$ cat config.mk
export PLATFORM = sky130hd
export DESIGN_NAME = mulUnit
export DESIGN_NICKNAME = d
export VERILOG_FILES = /design/src/mulPkg.sv /design/src/mulCtrl.sv /design/src/mulUnit.sv /design/src/operandSplit.sv /design/src/partialMul.sv /design/src/productCombine.sv
export SDC_FILE = /design/constraint.sdc
export NUM_CORES = 2
export LEC_CHECK = 0
export BUFFER_PORTS_ARGS = -buffer_cell sky130_fd_sc_hd__buf_4
export CELL_PAD_IN_SITES_DETAIL_PLACEMENT = 0
export CELL_PAD_IN_SITES_GLOBAL_PLACEMENT = 1
export CORE_ASPECT_RATIO = 1.5
export CORE_MARGIN = 3
export CORE_UTILIZATION = 46
export CTS_CLUSTER_SIZE = 24
export DETAILED_ROUTE_END_ITERATION = 6
export PLACE_DENSITY = 0.81
export SLEW_MARGIN = 20
export SYNTH_ARGS = -nofsm -noshare
export SYNTH_HDL_FRONTEND = slang
export SYNTH_HIERARCHICAL = 1
export SYNTH_SLANG_ARGS = --single-unit
export TNS_END_PERCENT = 5
$ cat constraint.sdc
create_clock -name clk -period 9.6 [get_ports clk]
set_clock_uncertainty 0.05 [all_clocks]
set_input_delay 1.44 -clock clk [delete_from_list [all_inputs] [get_ports clk]]
set_output_delay 1.44 -clock clk [all_outputs]
set_load 0.02 [all_outputs]
$ cat src/mulPkg.sv
`default_nettype none

package mulPkg;

    // --------------------------------------------------------------------------
    // Data widths of the multiply unit
    // --------------------------------------------------------------------------
    typedef logic [31:0] wordT;     // Operand or result half
    typedef logic [15:0] halfT;     // Slice input
    typedef logic [63:0] dwordT;    // Product, HI/LO, result
    typedef logic [31:0] partT;     // One 16x16 slice product

    // --------------------------------------------------------------------------
    // Control FSM
    // --------------------------------------------------------------------------
    typedef enum logic [1:0] {
        IDLE  = 2'd0,   // Nothing in flight
        MULT  = 2'd1,   // Product in flight
        ACCLO = 2'd2    // Low half summed, high half next
    } ctrlStateT;

endpackage

`default_nettype wire

$ cat src/mulCtrl.sv
`timescale 1ns/1ps
`default_nettype none

module mulCtrl (
    input  wire logic          clk,
    input  wire logic          rstN,
    input  wire logic          mulReq,
    input  wire logic          cancel,
    input  wire logic          isAccum,      // madd/msub style op
    input  wire logic          addNotSub,    // 1 add, 0 subtract
    input  wire mulPkg::dwordT hiLo,         // Held by the core until done
    input  wire mulPkg::dwordT product,
    output logic               load,         // Accept strobe
    output logic               opReady,
    output logic               resultValid,  // One-cycle done pulse
    output mulPkg::dwordT      mulRes
);
    import mulPkg::*;

    ctrlStateT   state;
    logic [1:0]  timer;      // Cycles since accept
    logic        accR;       // Latched isAccum
    logic        addR;       // Latched addNotSub
    logic        carryR;     // Carry out of the low add
    wordT        sumLoR;     // Saved low sum
    logic        lowStep;    // Cycle 2 of an accumulate
    wordT        loAddend;
    wordT        hiAddend;
    logic [32:0] loSum;
    wordT        hiSum;

    // --------------------------------------------------------------------------
    // Handshake
    // --------------------------------------------------------------------------
    assign resultValid = (state == MULT && timer == 2'd2 && !accR) || state == ACCLO;
    assign opReady     = mulReq && !cancel && (state == IDLE || resultValid);  // Overlap on done
    assign load        = mulReq && opReady;
    assign lowStep     = state == MULT && timer == 2'd2 && accR;

    // --------------------------------------------------------------------------
    // Split 64-bit accumulate
    // --------------------------------------------------------------------------
    // Subtract as hiLo + ~product + 1, the +1 enters at the low half
    assign loAddend = addR ? product[31:0] : ~product[31:0];
    assign hiAddend = addR ? product[63:32] : ~product[63:32];
    assign loSum    = {1'b0, hiLo[31:0]} + {1'b0, loAddend} + {32'd0, !addR};
    assign hiSum    = hiLo[63:32] + hiAddend + {31'd0, carryR};   // Carry from cycle 2

    assign mulRes = accR ? {hiSum, sumLoR} : product;

    // FSM and timer
    always_ff @(posedge clk or negedge rstN) begin
        if (!rstN) begin
            state <= IDLE;
            timer <= 2'd0;
            accR  <= 1'b0;
            addR  <= 1'b0;
        end else if (cancel) begin      // Drop whatever is in flight
            state <= IDLE;
            timer <= 2'd0;
            accR  <= 1'b0;
            addR  <= 1'b0;
        end else if (load) begin
            state <= MULT;
            timer <= 2'd1;              // Accept cycle counts as 0
            accR  <= isAccum;
            addR  <= addNotSub;
        end else if (resultValid) begin
            state <= IDLE;
            timer <= 2'd0;
        end else if (lowStep) begin
            state <= ACCLO;
        end else if (state == MULT) begin
            timer <= timer + 2'd1;
        end
    end

    // Low-half sum and carry
    always_ff @(posedge clk or negedge rstN) begin
        if (!rstN) begin
            sumLoR <= '0;
            carryR <= 1'b0;
        end else if (cancel) begin
            sumLoR <= '0;
            carryR <= 1'b0;
        end else if (lowStep) begin
            sumLoR <= loSum[31:0];
            carryR <= loSum[32];
        end
    end

    // --------------------------------------------------------------------------
    // Checks
    // --------------------------------------------------------------------------
    // Done only after a busy cycle, and only for one cycle
    aDoneNotIdle: assert property (@(posedge clk) disable iff (!rstN)
        resultValid |-> $past(state) != IDLE ##1 !resultValid);

    // Accept starts the timer
    aLoadReady: assert property (@(posedge clk) disable iff (!rstN)
        load |=> state == MULT && timer == 2'd1);

endmodule

`default_nettype wire

$ cat src/mulUnit.sv
`timescale 1ns/1ps
`default_nettype none

module mulUnit (
    input  wire logic          clk,
    input  wire logic          rstN,
    input  wire logic          mulReq,
    input  wire logic          cancel,
    input  wire logic          isSigned,
    input  wire logic          isAccum,
    input  wire logic          addNotSub,
    input  wire mulPkg::wordT  opA,
    input  wire mulPkg::wordT  opB,
    input  wire mulPkg::dwordT hiLo,
    output logic               opReady,
    output logic               resultValid,
    output mulPkg::dwordT      mulRes
);
    import mulPkg::*;

    logic  load;
    logic  negProduct;
    halfT  aHalf0;
    halfT  aHalf1;
    halfT  bHalf0;
    halfT  bHalf1;
    halfT  sliceX [4];      // Slice pairings
    halfT  sliceY [4];
    partT  partial [4];
    dwordT product;

    // --------------------------------------------------------------------------
    // Operand stage
    // --------------------------------------------------------------------------
    operandSplit uSplit (
        .clk        (clk),
        .rstN       (rstN),
        .load       (load),
        .cancel     (cancel),
        .isSigned   (isSigned),
        .opA        (opA),
        .opB        (opB),
        .aHalf0     (aHalf0),
        .aHalf1     (aHalf1),
        .bHalf0     (bHalf0),
        .bHalf1     (bHalf1),
        .negProduct (negProduct)
    );

    // lo*lo, lo*hi, hi*lo, hi*hi
    assign sliceX = '{aHalf0, aHalf0, aHalf1, aHalf1};
    assign sliceY = '{bHalf0, bHalf1, bHalf0, bHalf1};

    // Four parallel slices
    for (genvar k = 0; k < 4; k++) begin : gSlice
        partialMul uSlice (
            .clk     (clk),
            .rstN    (rstN),
            .x       (sliceX[k]),
            .y       (sliceY[k]),
            .partial (partial[k])
        );
    end

    productCombine uCombine (
        .clk        (clk),
        .rstN       (rstN),
        .cancel     (cancel),
        .partial0   (partial[0]),
        .partial1   (partial[1]),
        .partial2   (partial[2]),
        .partial3   (partial[3]),
        .negProduct (negProduct),
        .product    (product)
    );

    // --------------------------------------------------------------------------
    // Control and accumulate
    // --------------------------------------------------------------------------
    mulCtrl uCtrl (
        .clk         (clk),
        .rstN        (rstN),
        .mulReq      (mulReq),
        .cancel      (cancel),
        .isAccum     (isAccum),
        .addNotSub   (addNotSub),
        .hiLo        (hiLo),
        .product     (product),
        .load        (load),
        .opReady     (opReady),
        .resultValid (resultValid),
        .mulRes      (mulRes)
    );

endmodule

`default_nettype wire

$ cat src/operandSplit.sv
`timescale 1ns/1ps
`default_nettype none

module operandSplit (
    input  wire logic        clk,
    input  wire logic        rstN,
    input  wire logic        load,        // Accept strobe
    input  wire logic        cancel,
    input  wire logic        isSigned,
    input  wire mulPkg::wordT opA,
    input  wire mulPkg::wordT opB,
    output mulPkg::halfT     aHalf0,      // Low half of |opA|
    output mulPkg::halfT     aHalf1,
    output mulPkg::halfT     bHalf0,
    output mulPkg::halfT     bHalf1,
    output logic             negProduct   // Product must be negated
);
    import mulPkg::*;

    wordT magA;
    wordT magB;
    logic negA;
    logic negB;

    // Sign bits count only for signed ops
    assign negA = isSigned && opA[31];
    assign negB = isSigned && opB[31];

    // Two's-complement magnitude
    assign magA = negA ? (~opA + 32'd1) : opA;
    assign magB = negB ? (~opB + 32'd1) : opB;  // 0x80000000 stays as is, fine unsigned

    always_ff @(posedge clk or negedge rstN) begin
        if (!rstN) begin
            aHalf0     <= '0;
            aHalf1     <= '0;
            bHalf0     <= '0;
            bHalf1     <= '0;
            negProduct <= 1'b0;
        end else if (cancel) begin      // Flush wins over a same-cycle load
            aHalf0     <= '0;
            aHalf1     <= '0;
            bHalf0     <= '0;
            bHalf1     <= '0;
            negProduct <= 1'b0;
        end else if (load) begin
            aHalf0     <= magA[15:0];
            aHalf1     <= magA[31:16];
            bHalf0     <= magB[15:0];
            bHalf1     <= magB[31:16];
            negProduct <= negA ^ negB;  // Result sign
        end
    end

endmodule

`default_nettype wire

$ cat src/partialMul.sv
`timescale 1ns/1ps
`default_nettype none

module partialMul (
    input  wire logic         clk,
    input  wire logic         rstN,
    input  wire mulPkg::halfT x,
    input  wire mulPkg::halfT y,
    output mulPkg::partT      partial   // x*y, one cycle later
);
    import mulPkg::*;

    partT prod;

    // Unsigned 16x16, full 32-bit result
    assign prod = partT'(x) * partT'(y);

    // --------------------------------------------------------------------------
    // Slice output register
    // --------------------------------------------------------------------------
    always_ff @(posedge clk or negedge rstN) begin
        if (!rstN) begin
            partial <= '0;
        end else begin
            partial <= prod;    // Free running, inputs hold between loads
        end
    end

endmodule

`default_nettype wire

$ cat src/productCombine.sv
`timescale 1ns/1ps
`default_nettype none

module productCombine (
    input  wire logic         clk,
    input  wire logic         rstN,
    input  wire logic         cancel,
    input  wire mulPkg::partT partial0,    // lo*lo
    input  wire mulPkg::partT partial1,    // lo*hi
    input  wire mulPkg::partT partial2,    // hi*lo
    input  wire mulPkg::partT partial3,    // hi*hi
    input  wire logic         negProduct,  // From the splitter, one cycle early
    output mulPkg::dwordT     product
);
    import mulPkg::*;

    logic  negD;    // Sign lined up with the slice outputs
    dwordT term0;
    dwordT term1;
    dwordT term2;
    dwordT term3;
    dwordT magnitude;

    // --------------------------------------------------------------------------
    // Sign delay, one stage to match the slice registers
    // --------------------------------------------------------------------------
    always_ff @(posedge clk or negedge rstN) begin
        if (!rstN) begin
            negD <= 1'b0;
        end else if (cancel) begin
            negD <= 1'b0;
        end else begin
            negD <= negProduct;
        end
    end

    // --------------------------------------------------------------------------
    // Alignment and sum
    // --------------------------------------------------------------------------
    assign term0 = {32'd0, partial0};               // Weight 2^0
    assign term1 = {16'd0, partial1, 16'd0};        // Weight 2^16
    assign term2 = {16'd0, partial2, 16'd0};        // Weight 2^16
    assign term3 = {partial3, 32'd0};               // Weight 2^32

    // Cannot overflow, |a|*|b| < 2^64
    assign magnitude = term0 + term1 + term2 + term3;

    // Product taken straight off the slice registers, so it is ready in cycle 2
    assign product = negD ? (~magnitude + 64'd1) : magnitude;

endmodule

`default_nettype wire

==> qor.txt <==
Final min period = 8990 ps
LEAKAGE = 28.6 nW
Max Cap Viol = 0
Top cell type's share of synthesized area = 30.6%
Number of synthesized flops with an enable pin = 0
Crit path DAT = 7500 ps
Buf+Inv Stages, Crit Path = 1
Status = complete, no violations
Synth Register Bits = 233
Area contributors post-synth = fa_1, ha_1, dfrtp_1
Synth top cells by count = inv_1, nand2_1, fa_1
CTS tree = built
PwrDens = 88.7 nW/um^2
Per-cell routed wire length = 20.1 um
Cell count of the worst reg-to-reg path = 19
Most common cell in the netlist = inv_1
Largest net degree at the start of global routing = 96
Asr flop ratio synth = 100%
Crit Path Max Fanout = 8
Seq pwr share = 23.6%
Seq/Total Area, Yosys = 11.0%
CP Launch Type = flip-flop
Required @ worst endpoint = 8110 ps
Crit path capture type = primary output
Layout net count = 7552
Vias in the first global route = 45031
Worst Hold Depth = 2
GR Overflow Total = 0
Hold EP = uSplit/aHalf1[5]
Crit Path Class = reg -> out
Measured slew at the worst slew-check pin = 980 ps
Gate Count Post-Synth = 6051
Slowest cell on the critical path = fa_1
Crit path largest cell delay = 500 ps
Layout cells sized above 1 = 7.98%
Top Ports = 201
Root Buffer = clkbuf_16
Syn nets = 7511
Largest area contributor in the netlist = fa_1
Vias/cell = 5.59
Area growth syn-to-layout = 7.46%
# rows = 152
DIE AREA = 120000 um^2
Endpoints failing hold = 0
Clk_lat worst skew = 600 ps
Initial antenna violation count = 0
NetSw = 2.32 mW
CTS Hold Bufs = 0
Synth Cell Area = 53100 um^2
Slew margin rel. = 34.7%
Syn avg cell area = 8.77 um^2
Drt pass-1 iters = 5
H-tree depth = 1
Hold Crit Class = reg -> reg
RePlAce Congestion = 0.916
Routed WL = 154000 um
Sw Ratio = 45.8%
First-pass GRT wire length = 247000 um
Crit-path cells = fa_1 > ha_1 > fa_1 > a211oi_2 > o211ai_1 > a21oi_2 > o211ai_1 > xnor2_1 > o211ai_1 > nor4b_4 > nand4b_1 > nand2_1 > xnor2_1 > xnor2_1 > ha_1 > a21o_1 > a2111o_1 > o2111ai_2 > a22oi_2 > a2111oi_2 > o21ai_1 > mux2_1 > xor2_1 > buf_4
RR Endpoint = gSlice[0].uSlice/partial[31]
Worst IR Drop VDD = 0.000141 V
Initial Util = 46.4%
R2r setup slk = 2280 ps
Core ar. = 114000 um^2
Worst hold margin = 434 ps
Endpoints failing setup = 0
IO Port Bufs = 200
# fillers = 11056
YS warnings = 6
TritonCTS buffer count = 27
Library cells used by synthesis = 118
Gr usage total = 25.7%
Clk pwr share = 21.5%
Setup TNS Final = 0 ps
Iteration-0 DRC Markers = 2440
RR Startpoint = uSplit/aHalf0[6]
Ys flop type = dfrtp_1
Clk sinks = 233
Max Fclk = 111 MHz
# DRC = 0
CTS clk-pin slew, worst paths = 60 ps
Die Wd = 283 um
Clock buffer depth = 3
Die H = 422 um
Fin. max-slew vios = 0
Final Cycle Share = 93.7%
HPWL Detailed = 123000 um
RSZ-0062 raised after global routing = false
Combinational Power Share = 54.9%
Hold_sp = uSplit/aHalf1[5]
Final ANT Viol Nets = 0
Top Family by Delay on Critical Path = compound AO/OA/AOI/OAI gates
Design Power = 5.06 mW
Vias post-DR = 42813
Cell internal pwr = 2.74 mW
[stage by stage]
| step | setup slack (ps) | utilization (%) | std cells | area [um^2] |
|---|---|---|---|---|
| final | 606 | 49.8 | 7656 | 57000 |
| after global routing | 87.6 | 49.8 | 7653 | 57000 |
| after CTS | 137 | 49.8 | 7652 | 57000 |
| after detailed placement | 774 | 49.0 | 7602 | 56100 |
| after global placement | 825 | 49.0 | 7602 | 56100 |
| after floorplan | 1800 | - | 6051 | 53100 |
[power groups by stage]
stage	logic, mW	registers, mW	clock network (mW)
global placement	2.72	1.21	0
global route	3.05	1.21	1.15
floorplan	1.94	1.14	0
CTS	2.76	1.20	1.12
finish	2.78	1.20	1.09
detailed placement	2.75	1.21	0
[timing repair]
| action | in CTS | in global routing |
|---|---|---|
| gates resized for setup | 0 | 6 |
| buffers inserted | 0 | 1 |
| endpoints found under the setup margin | 0 | 11 |
[metal layers]
layer | wire (um) | global-route usage [%]
met1 | 61200 | 31.4
met4 | 8280 | 11.3
met5 | 0 | 0
met3 | 6930 | 2.19
met2 | 77400 | 46.0
[state kept, by name, indices dropped and copies added (netlist names), 2 cells and up]
register               flops
uSplit/aHalf1             16
uCtrl/timer                2
gSlice.uSlice/partial    128
uCtrl/state                2
uSplit/bHalf0             16
uSplit/bHalf1             16
uSplit/aHalf0             16
uCtrl/sumLoR              32
[layout by cell type, fill, tap and decap left out, types with 27 or more instances in the layout]
master / synthesis / final
inv_1: 949 / 949
nand2_1: 816 / 816
fa_1: 812 / 812
ha_1: 513 / 513
and2_1: 506 / 506
buf_4: 3 / 274
xnor2_1: 254 / 254
a21oi_1: 220 / 219
dfrtp_1: 233 / 212
nor2_1: 189 / 187
o21ai_0: 140 / 140
a21o_1: 108 / 108
xor2_1: 95 / 94
nor3_1: 60 / 59
nand3_1: 59 / 58
mux2_2: 51 / 51
a211oi_1: 50 / 48
nand4_1: 46 / 46
a31oi_1: 43 / 43
o21ai_1: 42 / 42
o211ai_1: 42 / 42
o21a_1: 38 / 38
or3_1: 36 / 36
and3_1: 35 / 35
nor2b_1: 28 / 28
clkbuf_16: 0 / 27
o31ai_1: 27 / 27
[layout make-up]
type                    count  area [um^2]  share of cell area (%)
diodes                      3         7.51                  0.0132
well taps                1540         1930                    3.38
multi-input cells        4605        42700                    74.8
clock inverters            19          219                   0.384
repair buffers            275         2070                    3.63
flip-flops and latches    233         5860                    10.3
clock buffers              31          711                    1.25
inverters                 950         3570                    6.25
[worst register-to-register path, cell delays in order, from the launching register on]
cell and delay, ps:
dfrtp_1 860, buf_4 470, nand2_1 140, fa_1 550, fa_1 410, fa_1 420, fa_1 550, inv_1 50
fa_1 480, inv_1 60, fa_1 550, inv_1 50, ha_1 380, inv_1 110, or3_1 370, o21ai_1 320
nand4_1 180, a31oi_1 310, o21ai_1 140, a211oi_1 720
[worst max path at each step]
stage	start	endpoint	slack, ps	cells past startpoint
after floorplan	gSlice[0].uSlice/partial[17]	mulRes[63]	1800	24
after global placement	gSlice[0].uSlice/partial[17]	mulRes[63]	820	24
after detailed placement	gSlice[0].uSlice/partial[17]	mulRes[63]	770	24
after CTS	gSlice[0].uSlice/partial[17]	mulRes[60]	140	24
after global routing	gSlice[0].uSlice/partial[17]	mulRes[63]	90	24
final	gSlice[0].uSlice/partial[17]	mulRes[63]	610	24
[cells by family (layout without fill, tap and decap cells)]
logic type,after synthesis,count (layout),synth area share (%)
AO/OA/AOI/OAI,927,927,11.9
adder cells (fa/ha/maj),1325,1325,42.7
flip-flops,233,233,11.0
multiplexers,71,71,1.47
buffers and inverters,1213,1275,8.70
other,0,3,0
XOR/XNOR,349,349,5.76
AND/OR/NAND/NOR,1933,1933,18.5
No activity file was read; power rests on OpenSTA's default activity.
